<file path="src/verilog/fetch_pkg.sv">
// Fetch front end package with response and decode types, tag codes, NOP and vectors
package fetch_pkg;

	////////////////////
	// Bus response tags
	////////////////////

	// Tag returned with an instruction bus response
	// Only meaningful together with an error strobe
	typedef enum logic [3:0] {
		TAG_NONE       = 4'h0,
		TAG_BUS_ERR    = 4'hB,
		TAG_PAGE_FAULT = 4'hC,
		TAG_TLB_MISS   = 4'hD
	} ibus_tag_e;

	////////////////////
	// Fetch exceptions
	////////////////////

	// Exception raised by the fetch stage toward decode and PC generator
	typedef enum logic [1:0] {
		EXC_NONE,
		EXC_TLB_MISS,
		EXC_PAGE_FAULT,
		EXC_BUS_ERR
	} fetch_exc_e;

	// Bus response as seen by the fetch stage
	// adr comes from the request address register, always word aligned
	typedef struct packed {
		logic [31:0] dat;
		logic [31:0] adr;
		ibus_tag_e   tag;
		logic        ack;
		logic        err;
	} fetch_rsp_t;

	// Instruction slot handed to decode
	typedef struct packed {
		logic [31:0] insn;
		logic [31:0] pc;
		fetch_exc_e  exc;
	} fetch_out_t;

	////////////////////
	// Constants
	////////////////////

	// l.nop encoding, opcode 6'b000101 with a fixed immediate
	localparam logic [31:0] NOP_INSN = 32'h1541_0000;

	// Exception vectors for fetch errors
	localparam logic [31:0] VEC_BUS_ERR    = 32'h0000_0200;
	localparam logic [31:0] VEC_PAGE_FAULT = 32'h0000_0400;
	localparam logic [31:0] VEC_TLB_MISS   = 32'h0000_0A00;

endpackage

</file>
<file path="src/verilog/fetch_pc_gen.sv">
// Fetch PC generator with sequential advance, branch redirect and exception vector redirect
`timescale 1ns/1ps

module fetch_pc_gen #(
	parameter logic [31:0] RESET_PC = 32'h0000_0100
) (
	input  logic                  clk,
	input  logic                  rst_i,
	// Strobe for an instruction handed to decode
	input  logic                  if_valid_i,
	input  fetch_pkg::fetch_out_t fout_i,
	// Branch redirect from the core
	input  logic                  branch_i,
	input  logic [31:0]           branch_pc_i,
	// Current fetch address
	output logic [31:0]           pc_o
);
	import fetch_pkg::*;

	logic [31:0] pc_q;
	logic [31:0] pc_d;

	// Vector lookup for a fetch exception
	// EXC_NONE never reaches here, falls back to the bus error vector
	function automatic logic [31:0] exc_vector(input fetch_exc_e exc);
		logic [31:0] vec;
		case (exc)
			EXC_TLB_MISS:   vec = VEC_TLB_MISS;
			EXC_PAGE_FAULT: vec = VEC_PAGE_FAULT;
			default:        vec = VEC_BUS_ERR;
		endcase
		return vec;
	endfunction

	////////////////////
	// Next PC select
	////////////////////

	// Priority order
	// 1. branch target, taken in any cycle
	// 2. exception vector of the delivered slot
	// 3. delivered address plus one word
	always_comb begin
		pc_d = pc_q;
		if (branch_i) begin
			pc_d = branch_pc_i;
		end else if (if_valid_i) begin
			if (fout_i.exc != EXC_NONE) begin
				pc_d = exc_vector(fout_i.exc);
			end else begin
				// Step from the delivered address, matches pc_q in normal flow
				pc_d = fout_i.pc + 32'd4;
			end
		end
	end

	////////////////////
	// PC register
	////////////////////

	// Holds while nothing is delivered, so freeze stalls it too
	always_ff @(posedge clk) begin
		if (rst_i) begin
			pc_q <= RESET_PC;
		end else begin
			pc_q <= pc_d;
		end
	end

	assign pc_o = pc_q;

endmodule

</file>
<file path="src/verilog/fetch_bus_if.sv">
// Instruction bus master issuing one fetch at a time and dropping flushed responses
`timescale 1ns/1ps

module fetch_bus_if (
	input  logic                  clk,
	input  logic                  rst_i,
	// Fetch address from the PC generator
	input  logic [31:0]           pc_i,
	// Pipeline control
	input  logic                  flush_i,
	input  logic                  freeze_i,
	// Fetch stage holds a saved response
	input  logic                  saved_i,
	// Instruction bus
	output logic                  ibus_req_o,
	output logic [31:0]           ibus_adr_o,
	input  logic                  ibus_ack_i,
	input  logic                  ibus_err_i,
	input  logic [31:0]           ibus_dat_i,
	input  fetch_pkg::ibus_tag_e  ibus_tag_i,
	// Response toward the fetch stage
	output fetch_pkg::fetch_rsp_t rsp_o
);
	import fetch_pkg::*;

	// IDLE  no request on the bus
	// WAIT  request out, response goes to the stage
	// DROP  request out, response belongs to a flushed fetch
	typedef enum logic [1:0] {
		IDLE,
		WAIT,
		DROP
	} state_e;

	state_e      state_q;
	logic [31:0] adr_q;
	logic        bus_done;
	logic        start;
	logic        take_rsp;

	// Bus answered this cycle, either way
	assign bus_done = ibus_ack_i | ibus_err_i;

	// New fetch only with a settled PC
	// Flush means the PC changes at this edge, so wait one cycle
	assign start = (state_q == IDLE) & ~freeze_i & ~saved_i & ~flush_i;

	// Only a live request in WAIT passes its response on
	// A flush in the same cycle kills it as well
	assign take_rsp = (state_q == WAIT) & ~flush_i;

	////////////////////
	// Request FSM
	////////////////////

	always_ff @(posedge clk) begin
		if (rst_i) begin
			state_q <= IDLE;
		end else begin
			case (state_q)
				IDLE: begin
					if (start) begin
						state_q <= WAIT;
					end
				end
				WAIT: begin
					if (bus_done) begin
						state_q <= IDLE;
					end else if (flush_i) begin
						// Stale word still in flight
						state_q <= DROP;
					end
				end
				DROP: begin
					// Swallow the answer, then fetch from the new PC
					if (bus_done) begin
						state_q <= IDLE;
					end
				end
				default: state_q <= IDLE;
			endcase
		end
	end

	// Word aligned request address, held for the whole transfer
	always_ff @(posedge clk) begin
		if (start) begin
			adr_q <= {pc_i[31:2], 2'b00};
		end
	end

	// Level request, low again in the cycle after ack or err
	assign ibus_req_o = (state_q != IDLE);
	assign ibus_adr_o = adr_q;

	////////////////////
	// Response path
	////////////////////

	always_comb begin
		rsp_o.dat = ibus_dat_i;
		rsp_o.adr = adr_q;
		rsp_o.tag = ibus_tag_i;
		// Strobes masked while dropping
		rsp_o.ack = ibus_ack_i & take_rsp;
		rsp_o.err = ibus_err_i & take_rsp;
	end

endmodule

</file>
<file path="src/verilog/fetch_stage.sv">
// Fetch stage that saves frozen responses, inserts NOPs and classifies fetch errors
`timescale 1ns/1ps

module fetch_stage (
	input  logic                  clk,
	input  logic                  rst_i,
	// Response from the bus interface
	input  fetch_pkg::fetch_rsp_t rsp_i,
	// Pipeline control from decode
	input  logic                  freeze_i,
	input  logic                  flush_i,
	input  logic                  no_more_dslot_i,
	input  logic                  rfe_i,
	// Slot toward decode
	output fetch_pkg::fetch_out_t fout_o,
	output logic                  if_valid_o,
	// Saved response pending
	output logic                  saved_o
);
	import fetch_pkg::*;

	logic        rsp_hit;
	logic        save_insn;
	fetch_exc_e  rsp_exc;
	logic        saved_q;
	fetch_exc_e  saved_exc_q;
	logic [31:0] saved_insn_q;
	logic [31:0] saved_pc_q;
	logic        bypass_q;
	logic        bypass;
	logic        nop_sel;

	// Error tag to fetch exception
	// Untagged or unknown errors count as bus errors
	function automatic fetch_exc_e tag_to_exc(input ibus_tag_e tag);
		fetch_exc_e exc;
		case (tag)
			TAG_TLB_MISS:   exc = EXC_TLB_MISS;
			TAG_PAGE_FAULT: exc = EXC_PAGE_FAULT;
			default:        exc = EXC_BUS_ERR;
		endcase
		return exc;
	endfunction

	// Response present this cycle
	assign rsp_hit = rsp_i.ack | rsp_i.err;

	always_comb begin
		rsp_exc = EXC_NONE;
		if (rsp_i.err) begin
			rsp_exc = tag_to_exc(rsp_i.tag);
		end
	end

	// Capture only the first response that meets a freeze
	assign save_insn = rsp_hit & freeze_i & ~saved_q;

	////////////////////
	// Saved response
	////////////////////

	// Flag and exception
	always_ff @(posedge clk) begin
		if (rst_i) begin
			saved_q     <= 1'b0;
			saved_exc_q <= EXC_NONE;
		end else if (flush_i) begin
			saved_q     <= 1'b0;
			saved_exc_q <= EXC_NONE;
		end else if (save_insn) begin
			saved_q     <= 1'b1;
			saved_exc_q <= rsp_exc;
		end else if (!freeze_i) begin
			// Delivered in this unfrozen cycle
			saved_q     <= 1'b0;
			saved_exc_q <= EXC_NONE;
		end
	end

	// Word and address, only read while saved_q is set
	always_ff @(posedge clk) begin
		if (save_insn) begin
			saved_insn_q <= rsp_i.err ? NOP_INSN : rsp_i.dat;
			saved_pc_q   <= rsp_i.adr;
		end
	end

	////////////////////
	// Flush bypass
	////////////////////

	// Set by flush, cleared by the first fresh response
	always_ff @(posedge clk) begin
		if (rst_i) begin
			bypass_q <= 1'b0;
		end else if (flush_i) begin
			bypass_q <= 1'b1;
		end else if (rsp_hit) begin
			bypass_q <= 1'b0;
		end
	end

	// The fresh word itself is not covered
	assign bypass  = flush_i | (bypass_q & ~rsp_hit);
	assign nop_sel = bypass | no_more_dslot_i | rfe_i;

	////////////////////
	// Decode slot
	////////////////////

	always_comb begin
		// Instruction, saved word first, then bus word, NOP on error
		if (nop_sel) begin
			fout_o.insn = NOP_INSN;
		end else if (saved_q) begin
			fout_o.insn = saved_insn_q;
		end else if (rsp_i.ack) begin
			fout_o.insn = rsp_i.dat;
		end else begin
			fout_o.insn = NOP_INSN;
		end

		fout_o.pc = saved_q ? saved_pc_q : rsp_i.adr;

		// No exception out of a killed delay slot or an rfe slot
		if (no_more_dslot_i | rfe_i) begin
			fout_o.exc = EXC_NONE;
		end else if (saved_q) begin
			fout_o.exc = saved_exc_q;
		end else begin
			fout_o.exc = rsp_exc;
		end
	end

	// A flushed slot carries no instruction
	assign if_valid_o = (rsp_hit | saved_q) & ~freeze_i & ~flush_i;
	assign saved_o    = saved_q;

endmodule

</file>
<file path="src/verilog/fetch_top.sv">
// Fetch front end top joining PC generator, instruction bus master and fetch stage
`timescale 1ns/1ps

module fetch_top #(
	parameter logic [31:0] RESET_PC = 32'h0000_0100
) (
	input  logic                 clk,
	input  logic                 rst_i,
	// Pipeline control from the core
	input  logic                 freeze_i,
	input  logic                 flush_i,
	input  logic                 branch_i,
	input  logic [31:0]          branch_pc_i,
	input  logic                 no_more_dslot_i,
	input  logic                 rfe_i,
	// Instruction bus
	output logic                 ibus_req_o,
	output logic [31:0]          ibus_adr_o,
	input  logic                 ibus_ack_i,
	input  logic                 ibus_err_i,
	input  logic [31:0]          ibus_dat_i,
	input  fetch_pkg::ibus_tag_e ibus_tag_i,
	// Decode side
	output logic [31:0]          if_insn_o,
	output logic [31:0]          if_pc_o,
	output fetch_pkg::fetch_exc_e if_exc_o,
	output logic                 if_valid_o
);
	import fetch_pkg::*;

	logic [31:0] pc;
	fetch_rsp_t  rsp;
	fetch_out_t  fout;
	logic        saved;
	logic        if_valid;

	// Fetch PC, advanced by delivered slots and branches
	fetch_pc_gen #(
		.RESET_PC(RESET_PC)
	) pc_gen_i (
		.clk        (clk),
		.rst_i      (rst_i),
		.if_valid_i (if_valid),
		.fout_i     (fout),
		.branch_i   (branch_i),
		.branch_pc_i(branch_pc_i),
		.pc_o       (pc)
	);

	// Single outstanding bus transfer
	fetch_bus_if bus_if_i (
		.clk       (clk),
		.rst_i     (rst_i),
		.pc_i      (pc),
		.flush_i   (flush_i),
		.freeze_i  (freeze_i),
		.saved_i   (saved),
		.ibus_req_o(ibus_req_o),
		.ibus_adr_o(ibus_adr_o),
		.ibus_ack_i(ibus_ack_i),
		.ibus_err_i(ibus_err_i),
		.ibus_dat_i(ibus_dat_i),
		.ibus_tag_i(ibus_tag_i),
		.rsp_o     (rsp)
	);

	// Response hold, NOP insertion and error classification
	fetch_stage stage_i (
		.clk            (clk),
		.rst_i          (rst_i),
		.rsp_i          (rsp),
		.freeze_i       (freeze_i),
		.flush_i        (flush_i),
		.no_more_dslot_i(no_more_dslot_i),
		.rfe_i          (rfe_i),
		.fout_o         (fout),
		.if_valid_o     (if_valid),
		.saved_o        (saved)
	);

	// Slot fields out to decode
	assign if_insn_o  = fout.insn;
	assign if_pc_o    = fout.pc;
	assign if_exc_o   = fout.exc;
	assign if_valid_o = if_valid;

endmodule

</file>
<file path="config.mk">
export PLATFORM = sky130hd
export DESIGN_NAME = fetch_top
export DESIGN_NICKNAME = d
export VERILOG_FILES = /design/src/verilog/fetch_pkg.sv /design/src/verilog/fetch_pc_gen.sv /design/src/verilog/fetch_bus_if.sv /design/src/verilog/fetch_stage.sv /design/src/verilog/fetch_top.sv
export SDC_FILE = /design/constraint.sdc
export NUM_CORES = 1
export LEC_CHECK = 0
export BUFFER_PORTS_ARGS = -buffer_cell sky130_fd_sc_hd__buf_4
export CAP_MARGIN = 20
export CORE_MARGIN = 4
export CORE_UTILIZATION = 48
export CTS_BUF_LIST = sky130_fd_sc_hd__clkbuf_4
export CTS_CLUSTER_DIAMETER = 60
export CTS_CLUSTER_SIZE = 10
export DETAILED_ROUTE_END_ITERATION = 16
export PLACE_DENSITY = 0.84
export SLEW_MARGIN = 15
export SYNTH_ARGS = -nofsm -noshare
export SYNTH_HDL_FRONTEND = slang
export SYNTH_HIERARCHICAL = 1
export SYNTH_SLANG_ARGS = --single-unit
</file>
<file path="constraint.sdc">
create_clock -name clk -period 8.69 [get_ports clk]
set_input_delay 0.869 -clock clk [delete_from_list [all_inputs] [get_ports clk]]
set_output_delay 0.869 -clock clk [all_outputs]
set_load 0.01 [all_outputs]
</file>
* After elaboration in Yosys (flattened, before gate mapping) *
Cells that the tools add are included.

storage, ports and cells
  bits in latches = 0
  RAM bits = 0
  input bits = 77
  bits in registers = 130
  bits in read-only memories = 0
  memories kept = 0
  output and inout port bits = 100

operators by class
  add/sub/neg operators = 1
  equality and inequality tests = 10
  shift operators = 0
  bitwise logic cells = 22
  mux-type cells = 23
  $mul = 0
  div/mod/pow operators = 0
  reduce and logical (&&, ||, !) cells = 7
  magnitude comparators = 0

operators with widths
  kind                                                              count
  32-bit 2-to-1 mux                                                 7
  32-bit by 3-bit adder with 32-bit output (second input constant)  1
  12-bit case mux with 2 select lines                               1
  2-bit 2-to-1 mux                                                  9
  1-bit AND                                                         11
  4-bit == test (second input constant)                             2
  2-bit nonzero test                                                4
  1-bit bitwise OR                                                  7
  2-bit by 1-bit != test with 1-bit output (second input constant)  3
  2-bit case mux with 3 select lines                                1
  2-bit by 1-bit == test with 1-bit output (second input constant)  2
  2-bit == test (second input constant)                             2
  1-bit 2-to-1 mux                                                  4
  1-bit inverter                                                    4
  2-bit case mux with 2 select lines                                1
  3-bit by 2-bit != test with 1-bit output (second input constant)  1
  3-bit AND reduction                                               1
  2-bit zero test                                                   1
  2-bit OR reduction                                                1

* Logic depth before layout (Yosys ltp) *
Gate-level depths: netlist of the first run.

  depth after elaboration = 11
  depth in mapped cells = 13

* Hierarchy *
The synthesis of the first run kept the hierarchy.

modules (own cells, without submodules)
  module        cells each  times used  area an instance (µm²)
  fetch_stage   238         1           3,231.8
  fetch_pc_gen  283         1           2,222.1
  fetch_bus_if  115         1           1,552.7

* Worst setup path before layout of the first run *
No wires, ideal clock.

  kind = input to register
  from = in flush_i
  to = reg stage_i.saved_insn_q[0] (enable)
  cell stages on the path = 5
  path slack = 2.059 ns
  data arrival time = 6.053 ns
  setup time = 0.578 ns
  buffers on the path = 1
  cell sequence = nor3b_2 -> and2_1 -> buf_6 -> nor2_4 -> nor3b_1

RTL lines
  element               line               text
  start, declared       fetch_top.sv:11    input logic flush_i,
  end signal, assigned  fetch_stage.sv:83  saved_insn_q <= rsp_i.err ? NOP_INSN : rsp_i.dat;
  end, declared         fetch_stage.sv:27  logic [31:0] saved_insn_q;

==> metrics.cfg, run 1 <==
[run_status]
status = completed

[timing]
rsz0062_at_grt = false
setup_slack_ns = 4.64
finalHoldViolations = 0
worstMarginPinSlew_ns = 1.07
maxSlewHeadroom_pct = 28.5
finalClockSkew_ns = 0.0125
finalCritPeriodShare_pct = 46.6
min_period_ns = 4.05
maxSlewViolCount = 0
fmax_mhz = 247
fin_setup_tns_ns = 0
setup_violations = 0

[clocking]
cts-resized-gates = 0
cts-buffers-inserted = 17
cts_max_path_buffers = 2
ctsHoldBuffers = 0
cts_tree = done
clkSlewWorstSetupHoldPaths_ns = 0.10
htreeDepth = 4
cts_root_buffer = clkbuf_4
cts_sinks = 130
cts_setup_buffers = 0
clkLatencyLatePin_ns = 0.52

[critical_path]
critPathTopFamily = compound AO/OA/AOI/OAI gates
cp_max_fo = 34
crit_chain = buf_4, nor3b_2, and2_1, buf_4, o311ai_0, a211oi_1, or4b_1, nor2_1, buf_4, a311o_1, a211o_1
critPathLaunchType = input pin
reg2regPathDepth = 10
crit_path_frequent_cell = buf_4
path_class = input pin to flop
rrSetupSlack_ns = 4.72
path_buf_inv = 3
cpPeakStageDelay_ns = 0.73
required_ns = 9.10
worst_ep_arrival_time_ns = 4.46
cp-startpoint = flush_i
reg2reg_from = bus_if_i/state_q[0]
timing.critical_path.to_type = flop
cp_slowest_cell = a211oi_1
r2r-end = pc_gen_i/pc_o[31]

[layout]
diodes = 0
layout-drive-gt1-share_pct = 38.4
n_fill_cell = 1188
area_delta_synth_final_pct = 16.4
final_nets = 797

[pwr]
vdd_drop_max_v = 0.000122
p_total_mw = 1.24
power_density_nw_per_um2 = 154
p_leak_nw = 2.88

[die]
io_pins = 177
coreArea_sq_um = 14000
fp.dieW_microns = 128
die_area_sq_um = 16400
fp-row-count = 43
initial_core_util_pct = 49.5
die_y_microns = 128

[routing]
vias_per_cell = 5.82
remaining_drc_errors = 0
vias = 5309
finalWirelength_microns = 17000
antenna_left = 0
drt_iter0_markers = 421
firstDrtPassIters = 5
wl_per_cell_microns = 18.6

[grt]
grt_pass1_vias = 5165
antenna_found_initial = 0
grt_use_total_pct = 20.4
grt_pass1_wl_microns = 26400
gr-total-overflow = 0
grt_max_degree = 65

[placed_design]
pre_cts_slack_ns = 4.09
dp_hpwl_microns = 12000
place.gp.congestion = 0.863
numPortBuffers = 172

[min_path]
hold_path.class = flop to flop
min_path_cells = 0
hold_end = bus_if_i/ibus_adr_o[8]
hold_start = pc_gen_i/pc_o[8]

[run]
cap_violations = 0

[synthesis]
yosys_warnings = 6
avgSynthCellArea_sq_um = 11.0
postSynthCellCount = 628
netlist_area_sq_um = 6930

==> state kept, by name, indices dropped and copies added (netlist names) <==
register / count
stage_i/saved_insn_q: 32
pc_gen_i/pc_o: 30
stage_i/saved_pc_q: 32
stage_i/bypass_q: 1
stage_i/saved_exc_q: 2
bus_if_i/state_q: 2
stage_i/saved_o: 1
bus_if_i/ibus_adr_o: 30
==> power by group <==
part	switching, mW	internal (mW)
Combinational	0.0738	0.0689
Sequential	0.0109	0.686
Clock	0.210	0.191
Total	0.295	0.946
==> worst max path at each step <==
stage / cells past startpoint / end / slack [ns]
2_1_floorplan: 5 / stage_i/saved_insn_q[0] / 2.06
3_3_place_gp: 11 / pc_gen_i/pc_o[31] / 4.17
3_5_place_dp: 11 / pc_gen_i/pc_o[31] / 4.09
4_1_cts: 11 / pc_gen_i/pc_o[31] / 4.68
5_1_grt: 11 / pc_gen_i/pc_o[31] / 4.40
6_report: 11 / pc_gen_i/pc_o[31] / 4.64
==> metal layers <==
| layer | vias to the layer above | track usage, % | share of wire (%) |
|---|---|---|---|
| met4 | 0 | 7.93 | 1.4 |
| met3 | 25 | 6.63 | 10 |
| met5 | - | 0 | 0 |
| met2 | 254 | 31.8 | 47 |
| li1 | 2473 | - | - |
| met1 | 2557 | 26.4 | 41 |
==> layout make-up <==
| class | count | area [sq um] | share of cell area, % |
|---|---|---|---|
| Clock buffer | 17 | 128 | 1.58 |
| Clock inverter | 15 | 148 | 1.83 |
| Inverter | 6 | 22.5 | 0.279 |
| Multi-Input combinational cell | 385 | 2650 | 32.9 |
| Sequential cell | 130 | 3540 | 44.0 |
| Tap cell | 180 | 225 | 2.79 |
| Timing Repair Buffer | 179 | 1340 | 16.7 |
==> worst reg2reg max path, cell delays in order, from the launching register on <==
cell and delay (ns):
dfxtp_1 0.39, nor3b_2 0.22, and2_1 0.24, buf_4 0.34
o311ai_0 0.31, a211oi_1 0.73, or4b_1 0.54, nor2_1 0.26
buf_4 0.25, a311o_1 0.31, a211o_1 0.27
==> stage by stage <==
step                      util [%]  hold slack (ns)  cell area, sq um  instances
final                         57.6            0.433              8060        912
after global placement        55.7            0.404              7790        880
after global routing          57.6            0.442              8060        912
after floorplan                  -            0.400              6940        631
after CTS                     57.6            0.433              8060        912
after detailed placement      55.7            0.408              7790        880
==> layout by cell type, fill, tap and decap left out, types with 4 or more instances in the layout <==
master,n
a211oi_1,7
a21oi_1,26
a221oi_1,5
a22oi_1,27
and3_1,5
buf_4,179
clkbuf_4,17
clkinv_1,8
conb_1,4
dfxtp_1,35
edfxtp_1,94
inv_1,6
mux2_2,32
nand2_1,23
nand3_1,12
nand4_1,14
nor2_1,26
nor2_2,20
nor2b_1,28
nor3_1,14
nor3b_1,23
nor4_1,8
o211ai_1,12
o21ai_0,6
o221ai_1,4
o22ai_1,8
o311ai_0,5
or2_2,6
or3_1,5
or3b_2,7
or4_1,6
xnor2_1,4
xor2_1,5
(Power assumes the default switching activity.)
==> run 2: changes to the inputs <==
Settings changed: PLACE_DENSITY 0.84 to 0.87.
Clock period 8.69 ns to 3.5 ns, I/O delays scaled along.
==> metrics.cfg, run 2 (synthesis gave the netlist of run 1 again) <==
[run_status]
status = completed

[grt]
grt_pass1_wl_microns = 26800  ; +1.3%
gr-total-overflow = 0  ; unchanged
grt_use_total_pct = 20.8  ; +0.44 points
antenna_found_initial = 0  ; unchanged
grt_pass1_vias = 5025  ; -2.7%
grt_max_degree = 65  ; unchanged

[routing]
antenna_left = 0  ; unchanged
vias_per_cell = 5.82  ; -0.11%
vias = 5344  ; +0.66%
remaining_drc_errors = 0  ; unchanged
firstDrtPassIters = 5  ; unchanged
wl_per_cell_microns = 18.8  ; +1.3%
finalWirelength_microns = 17300  ; +2.0%
drt_iter0_markers = 422  ; +0.24%

[placed_design]
dpl.cell_count = 886  ; +0.68%
pre_cts_slack_ns = 0.317  ; -3.77 ns
place.gp.congestion = 0.849  ; -1.6%
placed_area_sq_um = 7850  ; +0.82%
numPortBuffers = 172  ; unchanged
dp_hpwl_microns = 11900  ; -0.77%

[timing]
hold_ws_ns = 0.0563  ; -0.376 ns
finalHoldViolations = 0  ; unchanged
fin_setup_tns_ns = 0  ; unchanged
maxSlewViolCount = 0  ; unchanged
finalCritPeriodShare_pct = 92.4
fmax_mhz = 309
finalClockSkew_ns = 0.0151  ; +0.00254 ns
rsz0062_at_grt = false
maxSlewHeadroom_pct = 32.8  ; +4.4 points
setup_violations = 0  ; unchanged
worstMarginPinSlew_ns = 1.00  ; -0.0653 ns
min_period_ns = 3.24
setup_slack_ns = 0.264  ; -4.38 ns

[critical_path]
path_class = flop to primary output
worst_ep_arrival_time_ns = 2.89  ; -1.57 ns
critPathLaunchType = flop
required_ns = 3.15  ; -5.95 ns
timing.critical_path.to_type = primary output
cp_max_fo = 28  ; -18%

[clocking]
cts_root_buffer = clkbuf_4
clkSlewWorstSetupHoldPaths_ns = 0.11  ; about the same
cts_sinks = 130  ; unchanged
cts-buffers-inserted = 17  ; unchanged
cts_tree = done
cts_max_path_buffers = 2  ; unchanged
htreeDepth = 4  ; unchanged
cts_setup_buffers = 0  ; unchanged
clkLatencyLatePin_ns = 0.54  ; +0.02 ns

[layout]
diodes = 0  ; unchanged
area_delta_synth_final_pct = 17.5
final_nets = 804  ; +0.88%
final_cell_mix = buf_4 (183), edfxtp_1 (94), dfxtp_1 (35)
layout_commonest_cell = buf_4
stdcell_area_sq_um = 8140  ; +0.92%
layout-drive-gt1-share_pct = 39.4  ; +0.99 points
layoutNonFillerInstCount = 919  ; +0.77%
fin_util_pct = 58.2  ; +0.53 points
reg_top3 = stage_i/saved_insn_q x32, stage_i/saved_pc_q x32

[pwr]
p_leak_nw = 2.92  ; +1.2%
vdd_drop_max_v = 0.000254  ; +110%
power_density_nw_per_um2 = 374  ; +140%
p_total_mw = 3.05  ; +150%

[min_path]
hold_path.class = input pin to flop

[die]
fp.dieW_microns = 128  ; unchanged
initial_core_util_pct = 49.5  ; unchanged
die_area_sq_um = 16400  ; unchanged
die_y_microns = 128  ; unchanged
coreArea_sq_um = 14000  ; unchanged
io_pins = 177  ; unchanged
fp-row-count = 43  ; unchanged

[run]
cap_violations = 0  ; unchanged

## run 2: critical path, cell delays in order (launching register included)
cell,delay [ns]
dfxtp_1,0.40
nor3b_2,0.22
and2_1,0.35
buf_6,0.28
nor2_4,0.11
a2111o_2,0.67
nor2_2,0.18
buf_4,0.13
## run 2: final timing paths
kind	start	cells past startpoint	endpoint	slack (ns)
worst max-delay path	bus_if_i/state_q[0]	7	if_insn_o[14]	0.26
worst min-delay path	branch_pc_i[8]	3	pc_gen_i/pc_o[8]	0.06
worst max register to register	bus_if_i/state_q[0]	9	pc_gen_i/pc_o[7]	0.46
worst min register to register	pc_gen_i/pc_o[7]	0	bus_if_i/ibus_adr_o[7]	0.43
## run 2: power breakdown
part           switching [mW]  internal, mW  leakage, nW  total [mW]
Combinational           0.186         0.173         1.62       0.359
Clock                   0.541         0.413        0.135       0.954
Sequential             0.0284          1.70         1.16        1.73
## run 2: what timing repair did
| action | CTS | global route |
|---|---|---|
| hold buffers | 0 | 0 |
| gates cloned | 0 | 1 |
| endpoints found under the setup margin | 27 | 29 |
| resized for setup | 1 | 3 |
| pin swaps | 1 | 1 |
## run 2: layout make-up
cell class / count / area (sq um)
inverters: 6 / 22.5
flip-flops and latches: 130 / 3540
clock buffers: 18 / 135
fillers: 1167 / 5850
repair buffers: 185 / 1410
multi-input cells: 386 / 2680
well taps: 180 / 225
clock inverters: 14 / 121
## run 2: per-layer routing
metal / part of all wire, % / wire (microns) / GRT usage [%]
met5: 0 / 0 / 0
met4: 1.9 / 323 / 7.05
met3: 10 / 1740 / 6.38
met2: 46 / 7890 / 32.3
met1: 43 / 7360 / 27.8
